File: src/fix_consts.svh
// width macros for the FIX session layer
// message type, validity and error codes, heartbeat interval
`ifndef FIX_CONSTS_SVH
`define FIX_CONSTS_SVH

`define HOST_W          2
`define NUM_HOSTS       (1 << `HOST_W)
`define COMP_ID_W       64
`define COMP_LEN_W      4
`define HB_INTERVAL     40 // cycles between heartbeat checks

// message types, as seen by parser and builder
`define MT_LOGON        4'd1
`define MT_LOGOUT       4'd2
`define MT_HEARTBEAT    4'd3
`define MT_RESEND_REQ   4'd4
`define MT_GAP_FILL     4'd5
`define MT_SEQ_RESET    4'd6
`define MT_APP          4'd7

// validity codes from the parser
`define VD_VALID        3'd0
`define VD_GARBLED      3'd1
`define VD_SEQ_HIGH     3'd2 // gap ahead of us
`define VD_SEQ_LOW      3'd3
`define VD_INVALID      3'd4

// disconnect reasons
`define ERR_NONE        3'd0 // clean close
`define ERR_FATAL       3'd1
`define ERR_PROTOCOL    3'd2
`define ERR_TIMEOUT     3'd3

`endif

File: src/fix_pkg.sv
// types of the FIX session layer
// vector typedefs and the per-host session state encoding
`include "fix_consts.svh"

package fix_pkg;

	// host number and message fields
	typedef logic [`HOST_W-1:0]     host_t;
	typedef logic [3:0]             msg_type_t;
	typedef logic [2:0]             validity_t;
	typedef logic [2:0]             err_code_t;

	// peer identity, from the host table
	typedef logic [`COMP_ID_W-1:0]  comp_id_t;
	typedef logic [`COMP_LEN_W-1:0] comp_len_t; // valid bytes of comp id

	// session state kept per host
	typedef enum logic [2:0] {
		S_DISCONNECTED  = 3'd0,
		S_LOGON_SENT,           // waiting for peer logon
		S_NORMAL,
		S_HB_SENT,              // heartbeat out, waiting for traffic
		S_RESEND_SENT,          // gap seen, waiting for fill
		S_RESEND_LOGOUT,        // gap seen on a logout
		S_LOGOUT_SENT
	} sess_state_e;

endpackage

File: src/fix_session_top.sv
// FIX session layer top
// heartbeat timer, session manager, session state RAM, host address table
`timescale 1ns/10ps

module fix_session_top (
	input  logic               clk,
	input  logic               rst,
	input  logic               new_msg_i,
	input  logic               connect_i,
	input  logic               end_session_i,
	input  fix_pkg::host_t     host_i,
	input  fix_pkg::msg_type_t msg_type_i,
	input  fix_pkg::validity_t validity_i,
	input  logic               cfg_we_i,
	input  fix_pkg::host_t     cfg_host_i,
	input  fix_pkg::comp_id_t  cfg_comp_id_i,
	input  fix_pkg::comp_len_t cfg_comp_len_i,
	output logic               msg_req_o,
	output fix_pkg::msg_type_t msg_kind_o,
	output fix_pkg::comp_id_t  target_comp_id_o,
	output fix_pkg::comp_len_t target_len_o,
	output logic               disconnect_o,
	output fix_pkg::host_t     disconnect_host_o,
	output fix_pkg::err_code_t error_o,
	output logic               ignore_o,
	output logic               accept_o,
	output logic               seq_update_o,
	output fix_pkg::host_t     seq_host_o
);
	import fix_pkg::*;

	logic        timeout;
	host_t       timeout_host;
	logic        timeout_ack;
	logic        ram_we;
	host_t       ram_addr;
	sess_state_e ram_wdata;
	sess_state_e ram_rdata;
	host_t       tbl_addr;
	comp_id_t    tbl_id;
	comp_len_t   tbl_len;

	// disconnects feed back to disarm the host's timer
	heartbeat_timer heartbeat_timer_i (
		.clk               (clk),
		.rst               (rst),
		.new_msg_i         (new_msg_i),
		.connect_i         (connect_i),
		.host_i            (host_i),
		.disconnect_i      (disconnect_o),
		.disconnect_host_i (disconnect_host_o),
		.timeout_ack_i     (timeout_ack),
		.timeout_o         (timeout),
		.timeout_host_o    (timeout_host)
	);

	session_manager session_manager_i (
		.clk               (clk),
		.rst               (rst),
		.new_msg_i         (new_msg_i),
		.connect_i         (connect_i),
		.end_session_i     (end_session_i),
		.host_i            (host_i),
		.msg_type_i        (msg_type_i),
		.validity_i        (validity_i),
		.timeout_i         (timeout),
		.timeout_host_i    (timeout_host),
		.timeout_ack_o     (timeout_ack),
		.ram_we_o          (ram_we),
		.ram_addr_o        (ram_addr),
		.ram_wdata_o       (ram_wdata),
		.ram_rdata_i       (ram_rdata),
		.tbl_addr_o        (tbl_addr),
		.tbl_id_i          (tbl_id),
		.tbl_len_i         (tbl_len),
		.msg_req_o         (msg_req_o),
		.msg_kind_o        (msg_kind_o),
		.target_comp_id_o  (target_comp_id_o),
		.target_len_o      (target_len_o),
		.disconnect_o      (disconnect_o),
		.disconnect_host_o (disconnect_host_o),
		.error_o           (error_o),
		.ignore_o          (ignore_o),
		.accept_o          (accept_o),
		.seq_update_o      (seq_update_o),
		.seq_host_o        (seq_host_o)
	);

	session_ram session_ram_i (
		.clk     (clk),
		.we_i    (ram_we),
		.addr_i  (ram_addr),
		.wdata_i (ram_wdata),
		.rdata_o (ram_rdata)
	);

	host_addr_table host_addr_table_i (
		.clk            (clk),
		.cfg_we_i       (cfg_we_i),
		.cfg_host_i     (cfg_host_i),
		.cfg_comp_id_i  (cfg_comp_id_i),
		.cfg_comp_len_i (cfg_comp_len_i),
		.rd_addr_i      (tbl_addr),
		.rd_id_o        (tbl_id),
		.rd_len_o       (tbl_len)
	);

endmodule

File: src/heartbeat_timer.sv
// heartbeat timer, one down counter per host
// armed by connect, reloaded by traffic and by a taken timeout
// pending timeouts held and offered lowest host first
`timescale 1ns/10ps
`include "fix_consts.svh"

module heartbeat_timer (
	input  logic           clk,
	input  logic           rst,
	input  logic           new_msg_i,
	input  logic           connect_i,
	input  fix_pkg::host_t host_i,
	input  logic           disconnect_i,
	input  fix_pkg::host_t disconnect_host_i,
	input  logic           timeout_ack_i,
	output logic           timeout_o,
	output fix_pkg::host_t timeout_host_o
);
	import fix_pkg::*;

	localparam int               CNT_W  = $clog2(`HB_INTERVAL + 1);
	localparam logic [CNT_W-1:0] RELOAD = CNT_W'(`HB_INTERVAL);

	logic [CNT_W-1:0]      cnt [`NUM_HOSTS];
	logic [`NUM_HOSTS-1:0] armed;
	logic [`NUM_HOSTS-1:0] pending;

	// priority pick, lowest host wins
	always_comb begin
		timeout_o      = |pending;
		timeout_host_o = '0;
		for (int h = `NUM_HOSTS - 1; h >= 0; h--) begin
			if (pending[h])
				timeout_host_o = host_t'(h);
		end
	end

	always_ff @(posedge clk) begin
		if (rst) begin
			armed   <= '0;
			pending <= '0;
			for (int h = 0; h < `NUM_HOSTS; h++)
				cnt[h] <= '0;
		end else begin
			for (int h = 0; h < `NUM_HOSTS; h++) begin
				if (connect_i && host_i == host_t'(h)) begin
					armed[h]   <= 1'b1; // new session, start fresh
					pending[h] <= 1'b0;
					cnt[h]     <= RELOAD;
				end else if (disconnect_i && disconnect_host_i == host_t'(h)) begin
					armed[h]   <= 1'b0;
					pending[h] <= 1'b0; // drop any timeout not yet taken
				end else if (timeout_ack_i && timeout_host_o == host_t'(h)) begin
					pending[h] <= 1'b0;
					cnt[h]     <= RELOAD;
				end else if (new_msg_i && host_i == host_t'(h)) begin
					cnt[h] <= RELOAD; // peer traffic restarts the interval
				end else if (armed[h] && !pending[h]) begin
					if (cnt[h] == '0)
						pending[h] <= 1'b1; // hold until the manager takes it
					else
						cnt[h] <= cnt[h] - 1'b1;
				end
			end
		end
	end

endmodule

File: src/host_addr_table.sv
// host address table
// target comp id and its length per host
// written from configuration, registered read port for the session manager
`timescale 1ns/10ps
`include "fix_consts.svh"

module host_addr_table (
	input  logic               clk,
	input  logic               cfg_we_i,
	input  fix_pkg::host_t     cfg_host_i,
	input  fix_pkg::comp_id_t  cfg_comp_id_i,
	input  fix_pkg::comp_len_t cfg_comp_len_i,
	input  fix_pkg::host_t     rd_addr_i,
	output fix_pkg::comp_id_t  rd_id_o,
	output fix_pkg::comp_len_t rd_len_o
);
	import fix_pkg::*;

	comp_id_t  id_mem  [`NUM_HOSTS];
	comp_len_t len_mem [`NUM_HOSTS];

	// configuration side
	always_ff @(posedge clk) begin
		if (cfg_we_i) begin
			id_mem[cfg_host_i]  <= cfg_comp_id_i;
			len_mem[cfg_host_i] <= cfg_comp_len_i;
		end
	end

	// lookup for message requests, one cycle
	always_ff @(posedge clk) begin
		rd_id_o  <= id_mem[rd_addr_i];
		rd_len_o <= len_mem[rd_addr_i];
	end

endmodule

File: src/session_manager.sv
// session manager: event capture, timeout taken only when no external event
// per-host state decision with same-host bypass
// registered message request, disconnect, ignore, accept and sequence outputs
`timescale 1ns/10ps
`include "fix_consts.svh"

module session_manager (
	input  logic                 clk,
	input  logic                 rst,
	input  logic                 new_msg_i,
	input  logic                 connect_i,
	input  logic                 end_session_i,
	input  fix_pkg::host_t       host_i,
	input  fix_pkg::msg_type_t   msg_type_i,
	input  fix_pkg::validity_t   validity_i,
	input  logic                 timeout_i,
	input  fix_pkg::host_t       timeout_host_i,
	output logic                 timeout_ack_o,
	output logic                 ram_we_o,
	output fix_pkg::host_t       ram_addr_o,
	output fix_pkg::sess_state_e ram_wdata_o,
	input  fix_pkg::sess_state_e ram_rdata_i,
	output fix_pkg::host_t       tbl_addr_o,
	input  fix_pkg::comp_id_t    tbl_id_i,
	input  fix_pkg::comp_len_t   tbl_len_i,
	output logic                 msg_req_o,
	output fix_pkg::msg_type_t   msg_kind_o,
	output fix_pkg::comp_id_t    target_comp_id_o,
	output fix_pkg::comp_len_t   target_len_o,
	output logic                 disconnect_o,
	output fix_pkg::host_t       disconnect_host_o,
	output fix_pkg::err_code_t   error_o,
	output logic                 ignore_o,
	output logic                 accept_o,
	output logic                 seq_update_o,
	output fix_pkg::host_t       seq_host_o
);
	import fix_pkg::*;

	logic                  ext_ev;
	logic                  cap_valid;
	host_t                 cap_host;
	logic                  s1_msg;
	logic                  s1_conn;
	logic                  s1_end;
	logic                  s1_to;
	logic                  s1_valid;
	host_t                 s1_host;
	msg_type_t             s1_type;
	validity_t             s1_vld;
	logic                  s1_known; // host written since reset
	logic                  s1_fwd;   // same host as the event decided last
	logic [`NUM_HOSTS-1:0] written;
	sess_state_e           fwd_state;
	sess_state_e           cur_state;
	sess_state_e           nxt_state;
	logic                  req_d;
	msg_type_t             kind_d;
	logic                  disc_d;
	err_code_t             err_d;
	logic                  ign_d;
	logic                  acc_d;
	logic                  seq_d;

	assign ext_ev        = new_msg_i | connect_i | end_session_i;
	assign timeout_ack_o = timeout_i & ~ext_ev; // timer keeps it pending otherwise
	assign cap_valid     = ext_ev | timeout_i;
	assign cap_host      = ext_ev ? host_i : timeout_host_i;
	assign ram_addr_o    = cap_host;
	assign tbl_addr_o    = cap_host;

	// stage one, capture
	always_ff @(posedge clk) begin
		if (rst) begin
			s1_msg  <= 1'b0;
			s1_conn <= 1'b0;
			s1_end  <= 1'b0;
			s1_to   <= 1'b0;
			s1_fwd  <= 1'b0;
			written <= '0;
		end else begin
			s1_msg  <= new_msg_i;
			s1_conn <= connect_i;
			s1_end  <= end_session_i;
			s1_to   <= timeout_ack_o;
			s1_fwd  <= cap_valid && s1_valid && s1_host == cap_host;
			if (s1_valid)
				written[s1_host] <= 1'b1; // RAM entry now holds real state
		end
		s1_host  <= cap_host;
		s1_type  <= msg_type_i;
		s1_vld   <= validity_i;
		s1_known <= written[cap_host];
	end

	assign s1_valid  = s1_msg | s1_conn | s1_end | s1_to;
	assign cur_state = s1_fwd ? fwd_state : (s1_known ? ram_rdata_i : S_DISCONNECTED);
	assign ram_we_o    = s1_valid;
	assign ram_wdata_o = nxt_state;

	// stage two, transition rules
	always_comb begin
		nxt_state = cur_state;
		req_d     = 1'b0;
		kind_d    = `MT_HEARTBEAT;
		disc_d    = 1'b0;
		err_d     = `ERR_NONE;
		ign_d     = 1'b0;
		acc_d     = 1'b0;
		seq_d     = 1'b0;
		if (s1_conn) begin
			req_d     = 1'b1;
			kind_d    = `MT_LOGON;
			nxt_state = S_LOGON_SENT;
		end else if (s1_end) begin
			if (cur_state == S_NORMAL || cur_state == S_HB_SENT) begin
				req_d     = 1'b1;
				kind_d    = `MT_LOGOUT;
				nxt_state = S_LOGOUT_SENT;
			end
		end else if (s1_to) begin
			case (cur_state)
				S_LOGON_SENT, S_LOGOUT_SENT, S_HB_SENT: begin
					disc_d    = 1'b1;
					err_d     = `ERR_TIMEOUT;
					nxt_state = S_DISCONNECTED;
				end
				S_NORMAL: begin
					req_d     = 1'b1; // heartbeat
					nxt_state = S_HB_SENT;
				end
				S_RESEND_SENT, S_RESEND_LOGOUT: req_d = 1'b1;
				default: nxt_state = cur_state; // nothing to keep alive
			endcase
		end else if (s1_msg) begin
			if (s1_vld == `VD_SEQ_LOW || s1_vld == `VD_INVALID) begin
				disc_d    = 1'b1;
				err_d     = `ERR_FATAL;
				nxt_state = S_DISCONNECTED;
			end else if (cur_state == S_DISCONNECTED) begin
				ign_d = 1'b1;
			end else if (cur_state == S_LOGON_SENT) begin
				if (s1_type == `MT_LOGON && s1_vld == `VD_VALID) begin
					acc_d     = 1'b1;
					nxt_state = S_NORMAL;
				end else if (s1_type == `MT_LOGON && s1_vld == `VD_SEQ_HIGH) begin
					req_d     = 1'b1;
					kind_d    = `MT_RESEND_REQ;
					nxt_state = S_RESEND_SENT;
				end else begin
					disc_d    = 1'b1;
					err_d     = `ERR_PROTOCOL;
					nxt_state = S_DISCONNECTED;
				end
			end else if (s1_vld == `VD_GARBLED) begin
				ign_d = 1'b1;
			end else begin
				// only valid or seq-high from here on
				case (cur_state)
					S_NORMAL, S_HB_SENT: begin
						if (s1_type == `MT_LOGOUT && s1_vld == `VD_VALID) begin
							req_d     = 1'b1;
							kind_d    = `MT_LOGOUT;
							disc_d    = 1'b1;
							nxt_state = S_DISCONNECTED;
						end else if (s1_type == `MT_LOGOUT) begin
							req_d     = 1'b1;
							kind_d    = `MT_RESEND_REQ;
							nxt_state = S_RESEND_LOGOUT;
						end else if (s1_type == `MT_RESEND_REQ) begin
							req_d  = 1'b1; // answered by a single gap fill
							kind_d = `MT_GAP_FILL;
						end else if (s1_vld == `VD_SEQ_HIGH) begin
							req_d     = 1'b1;
							kind_d    = `MT_RESEND_REQ;
							nxt_state = S_RESEND_SENT;
						end else if (s1_type == `MT_HEARTBEAT) begin
							req_d     = 1'b1;
							nxt_state = S_NORMAL;
						end else begin
							acc_d     = 1'b1;
							nxt_state = S_NORMAL;
						end
					end
					S_RESEND_SENT, S_RESEND_LOGOUT: begin
						if (s1_type == `MT_GAP_FILL || s1_type == `MT_SEQ_RESET) begin
							seq_d = 1'b1;
							if (cur_state == S_RESEND_LOGOUT) begin
								req_d     = 1'b1; // finish the deferred logout
								kind_d    = `MT_LOGOUT;
								nxt_state = S_LOGOUT_SENT;
							end else begin
								nxt_state = S_NORMAL;
							end
						end else if (s1_vld == `VD_SEQ_HIGH) begin
							req_d  = 1'b1;
							kind_d = `MT_RESEND_REQ;
						end else begin
							acc_d = 1'b1;
						end
					end
					default: begin
						disc_d    = 1'b1; // logout sent, session ends either way
						err_d     = (s1_type == `MT_LOGOUT) ? `ERR_NONE : `ERR_PROTOCOL;
						nxt_state = S_DISCONNECTED;
					end
				endcase
			end
		end
	end

	// stage two, registered outputs
	always_ff @(posedge clk) begin
		if (rst) begin
			msg_req_o    <= 1'b0;
			disconnect_o <= 1'b0;
			ignore_o     <= 1'b0;
			accept_o     <= 1'b0;
			seq_update_o <= 1'b0;
		end else begin
			msg_req_o    <= req_d;
			disconnect_o <= disc_d;
			ignore_o     <= ign_d;
			accept_o     <= acc_d;
			seq_update_o <= seq_d;
		end
		fwd_state <= nxt_state;
		if (req_d) begin
			msg_kind_o       <= kind_d;
			target_comp_id_o <= tbl_id_i;
			target_len_o     <= tbl_len_i;
		end
		if (disc_d) begin
			disconnect_host_o <= s1_host;
			error_o           <= err_d;
		end
		if (seq_d)
			seq_host_o <= s1_host;
	end

endmodule

File: src/session_ram.sv
// session state memory, one entry per host
// registered read, write goes to the address of the previous cycle
`timescale 1ns/10ps
`include "fix_consts.svh"

module session_ram (
	input  logic                 clk,
	input  logic                 we_i,
	input  fix_pkg::host_t       addr_i,
	input  fix_pkg::sess_state_e wdata_i,
	output fix_pkg::sess_state_e rdata_o
);
	import fix_pkg::*;

	sess_state_e mem [`NUM_HOSTS];
	host_t       addr_q; // address read last cycle, target of the write

	// read-modify-write port, read returns the old entry on a clash
	always_ff @(posedge clk) begin
		addr_q  <= addr_i;
		rdata_o <= mem[addr_i];
		if (we_i)
			mem[addr_q] <= wdata_i;
	end

endmodule

File: config.mk
export PLATFORM = sky130hd
export DESIGN_NAME = fix_session_top
export DESIGN_NICKNAME = d
export VERILOG_FILES = /design/src/fix_pkg.sv /design/src/fix_session_top.sv /design/src/heartbeat_timer.sv /design/src/host_addr_table.sv /design/src/session_manager.sv /design/src/session_ram.sv
export VERILOG_INCLUDE_DIRS = /design/src
export SDC_FILE = /design/constraint.sdc
export NUM_CORES = 1
export LEC_CHECK = 0
export BUFFER_PORTS_ARGS = -buffer_cell sky130_fd_sc_hd__buf_2
export CORE_MARGIN = 5
export CORE_UTILIZATION = 50
export DETAILED_ROUTE_END_ITERATION = 8
export PLACE_DENSITY_LB_ADDON = 0.15
export SETUP_SLACK_MARGIN = 0.2
export SKIP_CTS_REPAIR_TIMING = 1
export SLEW_MARGIN = 10
export SYNTH_ARGS = -nofsm -noshare
export SYNTH_HDL_FRONTEND = slang
export SYNTH_HIERARCHICAL = 1
export SYNTH_SLANG_ARGS = --single-unit
File: constraint.sdc
create_clock -name clk -period 22.2 [get_ports clk]
set_input_delay 2.22 -clock clk [delete_from_list [all_inputs] [get_ports clk]]
set_output_delay 2.22 -clock clk [all_outputs]
set_load 0.05 [all_outputs]
==> results of run 1 <==
==> report_power, final <==
group,switching (mW),internal [mW]
Clock,0.333,0.448
Combinational,0.110,0.0556
Sequential,0.0223,1.06
Total,0.465,1.57
==> cell families (layout without fill, tap and decap cells) <==
family	count (synthesis)	after routing	synth area share
AND/OR/NAND/NOR	198	198	0.0622
buffers and inverters	55	288	0.0179
adder cells (fa/ha/maj)	7	7	0.00489
other	1	3	0.000210
AO/OA/AOI/OAI	104	104	0.0442
XOR/XNOR	20	20	0.00979
multiplexers	78	78	0.0940
flip-flops	493	493	0.767
==> layer usage <==
metal  vias up  track usage
met3        74       0.0502
met4        16       0.0578
met1      4531        0.222
met2       211        0.287
li1       4163            -
met5         -            0
==> layout by cell type (no fill, tap or decap), drive strengths merged, types with 9 or more instances in the layout <==
cell type	n
edfxtp	385
buf	177
dfxtp	108
mux4	71
clkbuf	69
nor2	53
nand2	30
inv	21
a21oi	20
clkinv	18
nor3	16
nor2b	15
nand3b	13
xnor2	11
o21ai	10
xor2	9
a211oi	9
==> path summary, 6_finish.rpt <==
check                               startpoint                                      to  cells past startpoint
setup / recovery                     connect_i           host_addr_table_i/rd_id_o[31]                      6
hold / removal    host_addr_table_i/rd_id_o[0]   session_manager_i/target_comp_id_o[0]                      0
setup reg to reg      session_manager_i/s1_fwd  session_manager_i/target_comp_id_o[52]                      7
hold reg to reg   host_addr_table_i/rd_id_o[0]   session_manager_i/target_comp_id_o[0]                      0
==> metrics by stage <==
stage | instance area (µm²) | util
finish | 20700 | 0.584
global placement | 19200 | 0.540
global route | 20700 | 0.584
CTS | 20700 | 0.584
floorplan | 17900 | -
detailed placement | 19200 | 0.540
==> critical path, cell delays in order <==
cell                      delay, ns
sky130_fd_sc_hd__buf_2         0.17
sky130_fd_sc_hd__nor3_1        0.46
sky130_fd_sc_hd__mux2i_1       0.30
sky130_fd_sc_hd__inv_4         0.50
sky130_fd_sc_hd__buf_4         0.84
sky130_fd_sc_hd__mux4_2        0.61
==> final cells by class <==
class,instances,share of cell area
Multi-Input combinational cell,409,0.188
Timing Repair Buffer,177,0.0441
Inverter,20,0.00381
Sequential cell,493,0.663
Tap cell,461,0.0278
Clock inverter,22,0.00924
Antenna cell,1,0.000121
Clock buffer,69,0.0648
==> sequential cells by signal, indices dropped and copies added, names as in the netlist, 12 cells and up <==
register	cells
host_addr_table_i/rd_id_o	64
session_ram_i/mem	12
host_addr_table_i/len_mem	16
host_addr_table_i/id_mem	256
heartbeat_timer_i/cnt	24
session_manager_i/target_comp_id_o	64
==> results.md, run 1 <==
Status:
- The run finished with clean final reports.

Pwr:
- VDD sags by at most 70.0 µV.
- The leakage power is 7.29 nW.
- The power per cell area is 98.1 nW/µm².
- Overall power consumption after layout is estimated at 2.03 mW.

Logic synthesis:
- The average instance in the mapped netlist occupies 18.7 µm².
- After synthesis the netlist holds a flip-flop and latch count of 493.
- Of the post-synthesis cell area, the dominant cell type holds 0.646.
- Yosys printed 6 warnings.
- The sequential share of the synthesized area is 0.767.
- The number of enable-type register cells in the synthesized netlist is 385.
- The count of mapped cells out of synthesis is 956.
- The synthesized design spends more area on one cell type than any other, namely sky130_fd_sc_hd__edfxtp_1.
- The async set-or-reset flop fraction in the synthesized netlist is 0.
- Ranked by total cell area, the synthesized netlist is headed by sky130_fd_sc_hd__edfxtp_1 65%, sky130_fd_sc_hd__dfxtp_1 12%, sky130_fd_sc_hd__mux4_2 8.6%.
- sky130_fd_sc_hd__edfxtp_1 is the most common cell in the netlist.
- Summing every instance area after synthesis gives 17900 µm².
- Counting instances in the post-synthesis netlist gives the leading cell types as 385 x sky130_fd_sc_hd__edfxtp_1, 108 x sky130_fd_sc_hd__dfxtp_1, 68 x sky130_fd_sc_hd__mux4_2.
- The primary flip-flop cell chosen by synthesis mapping is sky130_fd_sc_hd__edfxtp_1.
- After synthesis, the netlist uses 87 different library cells.

Place:
- The final weighted congestion of routability-driven global placement is 0.889.
- The sum of net half-perimeters after detailed placement is 21100 µm.
- In this run the tool buffered the top-level ports with 166 buffer cells.
- The cell count after placement is 1560.
- The setup slack at placement is 16.80 ns.

Clock network:
- The root buffer cell chosen for the clock tree is sky130_fd_sc_hd__clkbuf_16.
- In this run the number of H-tree levels came out at 2.
- The clock insertion delay at the later pin of the skew report is 0.57 ns.
- The clock transition at the registers of the reported paths is 0.06 ns.
- The count of clock tree sinks is 493.
- The number of clock buffers inserted by TritonCTS is 49.
- The CTS tree is built.
- The clock passes through at most 3 buffers.

STA:
- Setup total negative slack on the finished layout was measured at 0 ns.
- Setup repair after global routing left no endpoint under its margin.
- The slew at the pin with the worst max-slew slack is 0.925 ns.
- The minimum hold slack is 0.398 ns.
- In the finished design, the share of the clock period the worst path needs comes to 0.212.
- The number of failing hold endpoints at the final stage was 0.
- Setup violations remaining at the end of the flow were counted as 0.
- The worst path meets setup with 17.50 ns of slack.
- The post-route minimum period is 4.70 ns.
- Derived from the worst setup path, the maximum achievable clock frequency is 0.213 GHz.
- The normalized max-slew margin is 0.383.
- The final clock skew is 0.0154 ns.
- The number of max-slew violations in the final report is 0.

Global routing:
- The wire length of the first global-routing pass is 53000 µm.
- The via count of the first global-routing pass is 9579.
- The largest net degree at the start of global routing is 53.
- Summed over all layers, the global routing overflow is 0.
- Across every metal layer, demand over resource in global routing totals 0.173.
- The initial antenna violation count is 9.

Routing:
- The first-pass iteration count of the detailed router is 4.
- In the routed layout, each cell is associated on average with a via count of 5.44.
- The total routed wirelength is 34100 µm.
- The count of nets left with antenna violations once routing finished came out at 0.
- The routed length on met1 is 14100 µm.
- For this run, design rule violations remaining after detail routing come to 0.
- Summed over all nets, wire length on met3 after detailed routing comes to 2230 µm.
- The via total after detailed routing is 8995.
- The number of design-rule violations left by the first detailed-router iteration is 464.
- The uppermost layer routed is met5.
- The routed design uses 16800 µm of met2 wire.
- The post-detailed-route wirelength per cell is 20.7 µm.

Final layout:
- Summing all multi-input logic gate instances after layout gives 3880 µm².
- The count of fill cells added during filler insertion is 2685.
- The non-filler instance count after layout is 1652.
- The number of nets in the layout is 1242.
- Compared with the post-synthesis result, the final layout area differs by 15.7%.
- The sequential cell area is 13700 µm².
- Of the cells placed in the final design, the portion with a size suffix greater than 1 is 0.291.

Run:
- The tool flagged a number of max-cap violations equal to 0.

Die:
- The total area inside the core boundary comes to 35500 µm².
- In this run the horizontal extent of the chip is 199 µm.
- During I/O placement, the number of pins put on the boundary was 169.
- The die span in y is 199 µm.
- The row count is 69.
- The floorplan step defined a die boundary enclosing 39700 µm².
- The starting density of the core is 0.504.

Hold path:
- The worst min-delay path class is reg -> reg.

Critical path:
- STA puts the critical path data required time at 22.64 ns.
- The arrival time of data at the critical path endpoint is 5.14 ns.
- Of all nets on the critical path, the largest fanout is 46.
- The register-to-register setup slack is 18.56 ns.
- The worst setup path is launched from a primary input.
- The critical path class is in -> reg.
- The endpoint kind of the worst setup timing path is a register.
(Power assumes the default switching activity.)
==> inputs of run 2 (changes only) <==
Clock period 22.2 ns to 4.7 ns, I/O delays scaled along.
==> results.md, run 2 (synthesis gave the netlist of run 1 again) <==
Status:
- The run finished with clean final reports.

Final layout:
- Leaving out fill and tap cells, the most frequent cells in the layout are 385 x sky130_fd_sc_hd__edfxtp_1, 166 x sky130_fd_sc_hd__buf_2, 108 x sky130_fd_sc_hd__dfxtp_1, 68 x sky130_fd_sc_hd__mux4_2, 53 x sky130_fd_sc_hd__nor2_1.
- The post-route core utilization is 0.587.
- The register with the most flip-flops in the final layout is host_addr_table_i/id_mem.
- The final instance area is 20800 µm².
- The flip-flop count of the largest register after layout is 256.
- The number of nets in the layout is 1250.
- The largest registers in the layout are host_addr_table_i/id_mem (256), host_addr_table_i/rd_id_o (64), session_manager_i/target_comp_id_o (64).
- From synthesis to final layout, the design area changed by 16.5%.
- The multi-input gate area in the final layout is 3890 µm².
- The count of fill cells added during filler insertion is 2653.
- Leaving out fill and tap cells, the most frequent cell in the layout is sky130_fd_sc_hd__edfxtp_1.
- The sequential cell area is 13700 µm².
- The non-filler instance count after layout is 1660.
- Of the cells placed in the final design, the portion with a size suffix greater than 1 is 0.287.

STA:
- Setup repair after global routing left no endpoint under its margin.
- The number of max-slew violations in the final report is 0.
- The timing-limited maximum frequency is 0.340 GHz.
- Setup slack closes at 1.76 ns.
- The post-route minimum period is 2.94 ns.
- Between clock sinks in the finished design, the worst skew comes to 0.0188 ns.
- The final sum of negative setup slack is 0 ns.
- Setup violations remaining at the end of the flow were counted as 0.
- The number of failing hold endpoints at the final stage is 0.
- Of the available clock period, the critical path in the final layout requires 0.625.
- The normalized max-slew margin is 0.273.
- At the pin with the least slew margin, the transition time is 1.08 ns.

Critical path:
- The startpoint identified for the worst register-to-register timing path is session_manager_i/s1_known.
- The worst register-to-register path has a setup slack of 1.76 ns.
- The worst-case reg-to-reg path depth is 6.
- In this run the worst path has a maximum fanout of 71.
- The worst setup path is launched from a register.
- The critical path class is reg -> reg.
- Data on the critical path is required at its endpoint by 4.89 ns.
- The arrival time of data at the critical path endpoint is 3.13 ns.
- The endpoint kind of the worst setup timing path is a register.
- The endpoint of the lowest-slack register-to-register path is session_manager_i/target_comp_id_o[62].

Routing:
- The detailed router used layers up to and including met5.
- In the detailed route, the total length drawn on met2 is 16500 µm.
- In the routed design, unresolved DRC markers number 0.
- For this block, the initial DRC count from the detailed router was 523.
- Summed over all layers, the routed wires come to 33800 µm.
- The number of nets with antenna violations after routing is 0.
- After detailed routing, the average wire length per cell comes to 20.4 µm.
- In the final routing, the length of wire on met1 measures 14300 µm.
- The detailed-routed wire length on met3 is 2270 µm.
- The detailed-route vias per instance is 5.43.
- The first-pass iteration count of the detailed router is 5.
- Detailed routing inserted a total of 9018 vias.

Global routing:
- The wire length of the first global-routing pass is 52100 µm.
- Across every metal layer, demand over resource in global routing totals 0.171.
- The via count of the first global-routing pass was 9296.
- The initial antenna violation count came to 7.
- After global routing the overflow that remains totals 0.
- The largest net degree at the start of global routing is 72.

Clock network:
- For the worst-skew pair, the clock arrives at the later sink with an insertion delay of 0.57 ns.
- The CTS tree is built.
- In this run, CTS created clock tree buffers numbering 50.
- For this design, the sink count on the clock tree is 493.
- The number of H-tree branching levels is 2.
- The tree is rooted in a sky130_fd_sc_hd__clkbuf_16.
- No sink is reached through more buffers than the 3 on the longest clock path.
- The clock transition at the registers of the reported paths is 0.06 ns.

Hold path:
- The startpoint of the most critical hold path is cfg_comp_len_i[1].
- For hold timing, the worst endpoint is host_addr_table_i/len_mem[2][1].
- The path class of the tightest hold or removal check is in -> reg.
- The cell depth of the worst hold path is 1.

Place:
- Counting tap cells, the placed design contains a total of 1560 instances.
- The placed instance area is 19200 µm².
- The setup slack at placement is 1.50 ns.
- Port buffering added 166 buffers.
- The sum of net half-perimeters after detailed placement is 20800 µm.
- The congestion estimate from routability-driven global placement came to 0.836.

Die:
- The die is 199 µm tall.
- The floorplan step defined a die boundary enclosing 39700 µm².
- In this run the core area contains 69 standard-cell rows.
- The floorplan step set the die width to 199 µm.
- The initial utilization of the core area, before any placement, comes to 0.504.
- The placeable core area is 35500 µm².
- 169 I/O pins were placed.

Pwr:
- VDD sags by at most 329 µV.
- The power per cell area is 463 nW/µm².
- The leakage power is 7.33 nW.

Run:
- The total of max-cap violations is 0.
-- run 2: changes by cell type in the layout (fill, tap and decap cells not counted), sizes merged --
cell         change
dlygate4sd3      +7
clkbuf           +6
clkinv           -5
-- run 2: through the flow --
stage / hold WS [ns] / power, mW
after floorplan: 0.386 / 5.76
after global placement: 0.386 / 6.00
after detailed placement: 0.389 / 6.01
after CTS: -0.0328 / 9.77
after global routing: 0.0836 / 10.1
final: 0.116 / 9.65
-- run 2: worst max path at each step --
stage / endpoint / start / cells past startpoint / slack, ns
after floorplan: session_manager_i/msg_kind_o[0] / session_manager_i/s1_type[3] / 6 / 0.86
after global placement: host_addr_table_i/rd_id_o[46] / connect_i / 7 / 1.54
after detailed placement: host_addr_table_i/rd_id_o[1] / connect_i / 6 / 1.50
after CTS: session_manager_i/target_comp_id_o[61] / session_manager_i/s1_fwd / 6 / 1.83
after global routing: session_manager_i/target_comp_id_o[62] / session_manager_i/s1_fwd / 6 / 1.56
final: session_manager_i/target_comp_id_o[62] / session_manager_i/s1_known / 6 / 1.76
-- run 2: cell type report --
| type | count | share of cell area |
|---|---|---|
| clock inverter | 17 | 0.00804 |
| multi-input combinational | 409 | 0.187 |
| timing repair buffer | 184 | 0.0478 |
| sequential | 493 | 0.658 |
| inverter | 20 | 0.00378 |
| antenna | 1 | 0.000120 |
| clock buffer | 75 | 0.0675 |
| tap | 461 | 0.0277 |
-- run 2: critical path: stages (launching register included) --
cell                       delay [ns]
sky130_fd_sc_hd__dfxtp_1         0.48
sky130_fd_sc_hd__nand2_1         0.11
sky130_fd_sc_hd__o31ai_1         0.88
sky130_fd_sc_hd__a21oi_1         0.07
sky130_fd_sc_hd__o221a_1         0.34
sky130_fd_sc_hd__a211oi_4        0.21
sky130_fd_sc_hd__buf_12          0.43
-- run 2: where the power goes --
part | switching, mW | total (mW) | internal, mW
logic | 0.515 | 0.783 | 0.268
clock network | 1.55 | 3.74 | 2.19
registers | 0.106 | 5.13 | 5.02
total | 2.17 | 9.65 | 7.48
-- run 2: per-layer routing --
layer  up-vias  global-route usage
li1       4193                   -
met1      4518               0.229
met2       227               0.273
met3        68              0.0487
met4        12              0.0575
met5         -                   0
==> inputs of run 3 (changes only) <==
Settings changed: ABC_AREA from default to 1.
Clock period 4.7 ns to 2.9 ns, I/O delays scaled along.
==> results.md, run 3 <==
Routing:
- Summed over all layers, the routed wires come to 39100 µm.
- Dividing the detail-routed wire length by the instance count gives 14.9 µm.
- The first routing iteration left 669 violations.
- The detailed router placed 12425 vias in this run.
- After detailed routing, the number of remaining DRC violations is 0.
- The pre-antenna-repair detailed-routing pass consisted of 5 iterations.
- The count of nets left with antenna violations once routing finished came out at 0.
- After detailed routing, the number of vias per cell comes to 4.74.

STA:
- The number of failing hold endpoints at the final stage is 0.
- The post-route minimum period is 2.31 ns.
- Final hold analysis gives a worst-case slack of 0.0977 ns.
- The fraction of the cycle the final worst path needs is 0.795.
- The timing-limited maximum frequency is 0.434 GHz.
- For the final routed database, the setup TNS stands at 0 ns.
- On the final layout, the worst clock skew is 0.0270 ns.
- The number of max-slew violations in the final report is 0.
- Setup repair after global routing left no endpoint under its margin.
- The slew at the pin with the worst max-slew slack is 0.799 ns.
- Setup violations remaining at the end of the flow were counted as 0.
- The normalized max-slew margin is 0.465.

Pwr:
- The internal portion of the total power is 12.5 mW.
- The switching portion of total power is 0.242.
- The share of total power dissipated in combinational logic is 0.107.
- In this run the power spent charging and discharging nets is 3.99 mW.
- The fraction of power consumed by the clock network is 0.385.
- Summed over all cells, the static leakage comes to 10.5 nW.
- The relative contribution of sequential cells to total power is 0.508.
- The maximum vdd ir drop is 515 µV.
- The power per cell area is 703 nW/µm².

Run:
- The total of max-cap violations is 0.

Global routing:
- The initial antenna violation count is 2.
- Across every metal layer, demand over resource in global routing totals 0.180.
- The via count of the first global-routing pass is 11696.
- The total congestion overflow after global routing is 0.
- Entering global routing, the biggest net connects 148 pins.
- The first global-routing pass estimated 60400 µm of wire.

Hold path:
- The end of the worst hold path is heartbeat_timer_i/armed[3].
- The worst min-delay path class is in -> reg.
- The worst hold path was traced through 3 stages.
- The startpoint of the most critical hold path is host_i[1].

Clock network:
- The clock insertion delay at the later pin of the skew report is 0.59 ns.
- The root buffer selected by CTS is sky130_fd_sc_hd__clkbuf_16.
- Clock-pin slew was measured on the worst setup and hold paths at 0.06 ns.
- The CTS tree is built.
- The number of clock buffers added by TritonCTS is 50.
- The number of H-tree branching levels is 2.
- The count of clock tree sinks is 493.
- The worst-case clock buffer depth is 3.

Final layout:
- The final instance area is 23400 µm².
- The top cell types in the final layout, fill and taps aside, are 464 x sky130_fd_sc_hd__nand2_1, 385 x sky130_fd_sc_hd__edfxtp_1, 365 x sky130_fd_sc_hd__inv_1, 184 x sky130_fd_sc_hd__nand3_1, 166 x sky130_fd_sc_hd__buf_2.
- The number of nets in the layout is 2153.
- The non-filler instance count after layout is 2622.
- For this run, the share of the core covered by cells in the final layout is 0.609.
- Leaving out fill and tap cells, the most frequent cell in the layout is sky130_fd_sc_hd__nand2_1.
- The register ranked first by flip-flop count is host_addr_table_i/id_mem.
- The flip-flop count of the largest register after layout is 256.
- In the final layout, the registers with the most flip-flops are host_addr_table_i/id_mem (256), host_addr_table_i/rd_id_o (64), session_manager_i/target_comp_id_o (64).
- The synthesis-to-layout area growth is 20.8%.
- The share of layout cells above drive strength 1 is 0.151.

Critical path:
- The worst setup path startpoint is connect_i.
- The startpoint identified for the worst register-to-register timing path is session_manager_i/s1_fwd.
- The worst-path maximum fanout is 34.
- By startpoint and endpoint, the worst setup path is classified as in -> reg.
- The category of the worst setup path launch point is a primary input.
- The arrival time of data at the critical path endpoint is 2.76 ns.
- The setup check on the worst reg-to-reg path leaves a slack of 0.64 ns.
- The endpoint kind of the worst setup timing path is a register.
- The endpoint identified for the worst register-to-register timing path is session_manager_i/target_comp_id_o[36].
- STA puts the critical path data required time at 3.36 ns.
- The worst-case reg-to-reg path depth is 13.

Status:
- The flow ran to the end, and the final reports show no timing, DRC or antenna violations.

Logic synthesis:
- The number of warnings issued by yosys is 6.
- The count of mapped cells out of synthesis is 1792.
- The number of enable-type register cells in the synthesized netlist is 385.
- The count of unique library cells instantiated by Yosys is 44.
- Yosys attributes the largest share of cell area to sky130_fd_sc_hd__edfxtp_1 60%, sky130_fd_sc_hd__dfxtp_1 11%, sky130_fd_sc_hd__nand2_1 9.0%.
- The synthesized design spends more area on one cell type than any other, namely sky130_fd_sc_hd__edfxtp_1.
- The share of synthesized area in the top cell type comes to 0.597.
- The most common cell in the synthesized netlist is sky130_fd_sc_hd__nand2_1.
- The mean post-synth cell area is 10.8 µm².
- The sequential share of the synthesized area is 0.708.
- The async set-or-reset flop fraction in the synthesized netlist is 0.
- Counting flops and latches in the post-synthesis netlist gives 493.
- The mapped netlist covers 19400 µm².
- For this run, the leading register cell type out of synthesis is sky130_fd_sc_hd__edfxtp_1.
- In the synthesized netlist, the cells that appear most often are 465 x sky130_fd_sc_hd__nand2_1, 385 x sky130_fd_sc_hd__edfxtp_1, 367 x sky130_fd_sc_hd__inv_1.

Die:
- The die span in y is 207 µm.
- The initial utilization of the core area, before any placement, comes to 0.504.
- The placeable core area is 38500 µm².
- 169 I/O pins were placed.
- Measured along the x axis, the die boundary spans 207 µm.
- After floorplanning, the core was divided into 72 placement rows.
- The die area is 42800 µm².

Place:
- Summing all placed instances gives a cell area of 21000 µm².
- The cell count after placement is 2449.
- Routability-driven placement finished with a final weighted congestion of 0.877.
- The count of port buffers added during placement is 166.
- The sum of net half-perimeters after detailed placement is 24400 µm.
[run 3: changes by cell type in the layout (fill, tap and decap cells not counted), moves of 7 or more]
cell                            delta
sky130_fd_sc_hd__buf_12           +12
sky130_fd_sc_hd__clkbuf_1          -8
sky130_fd_sc_hd__dlygate4sd3_1    +71
sky130_fd_sc_hd__inv_1           +347
sky130_fd_sc_hd__inv_2             +7
sky130_fd_sc_hd__mux4_2           -68
sky130_fd_sc_hd__nand2_1         +435
sky130_fd_sc_hd__nand2_2           +9
sky130_fd_sc_hd__nand2b_1          -7
sky130_fd_sc_hd__nand3_1         +177
sky130_fd_sc_hd__nand3b_1         -10
sky130_fd_sc_hd__nor2_1           +25
sky130_fd_sc_hd__nor2b_1          -15
[run 3: cells by family after synthesis]
| group | Yosys count | share of synthesized area |
|---|---|---|
| flip-flops | 493 | 0.708 |
| other | 1 | 0.000194 |
| XOR/XNOR | 12 | 0.00542 |
| adder cells (fa/ha/maj) | 7 | 0.00452 |
| AND/OR/NAND/NOR | 785 | 0.174 |
| AO/OA/AOI/OAI | 65 | 0.0192 |
| buffers and inverters | 429 | 0.0882 |
[run 3: power groups by stage]
stage | registers, mW | clock network, mW | logic [mW]
after global routing | 8.40 | 6.81 | 1.94
after floorplan | 8.84 | 0 | 0.820
after global placement | 8.50 | 0 | 1.66
after detailed placement | 8.51 | 0 | 1.69
after CTS | 8.36 | 6.52 | 1.69
final | 8.36 | 6.33 | 1.76
[run 3: routing by layer]
metal  vias to the layer above  part of all wire  track usage
met1                      5839              0.42        0.226
li1                       6265                 -            -
met5                         -                 0            0
met2                       249              0.51        0.313
met3                        72             0.048       0.0466
met4                         0             0.022       0.0475
[run 3: cell type report]
cell class,count,area (µm²)
Fill cell,3063,15100
Sequential cell,493,13700
Clock inverter,26,283
Tap cell,518,648
Clock buffer,67,1370
Inverter,377,1430
Multi-Input combinational cell,871,4000
Timing Repair Buffer,268,1950
Antenna cell,2,5.00
[run 3: worst max-delay path by stage]
stage,depth (start not counted),to
2_1_floorplan,2,host_addr_table_i/id_mem[3][0]
3_3_place_gp,10,host_addr_table_i/rd_id_o[50]
3_5_place_dp,10,host_addr_table_i/rd_id_o[1]
4_1_cts,13,session_manager_i/target_comp_id_o[36]
5_1_grt,13,session_manager_i/target_comp_id_o[36]
6_report,11,host_addr_table_i/rd_id_o[55]
[run 3: metrics by stage]
stage | power, mW | setup slack [ns]
global route | 17.2 | 0.379
detailed placement | 10.2 | 0.615
global placement | 10.2 | 0.652
finish | 16.5 | 0.595
floorplan | 9.66 | -0.587
CTS | 16.6 | 0.637
[run 3: worst max-delay path, cell delays in order]
cell                            delay [ns]
sky130_fd_sc_hd__dlygate4sd3_1        0.53
sky130_fd_sc_hd__buf_2                0.17
sky130_fd_sc_hd__nor3_1               0.29
sky130_fd_sc_hd__inv_1                0.14
sky130_fd_sc_hd__o21ai_1              0.41
sky130_fd_sc_hd__inv_4                0.09
sky130_fd_sc_hd__inv_4                0.34
sky130_fd_sc_hd__buf_12               0.25
sky130_fd_sc_hd__nand2_1              0.08
sky130_fd_sc_hd__nand3_1              0.07
sky130_fd_sc_hd__nand2_1              0.05
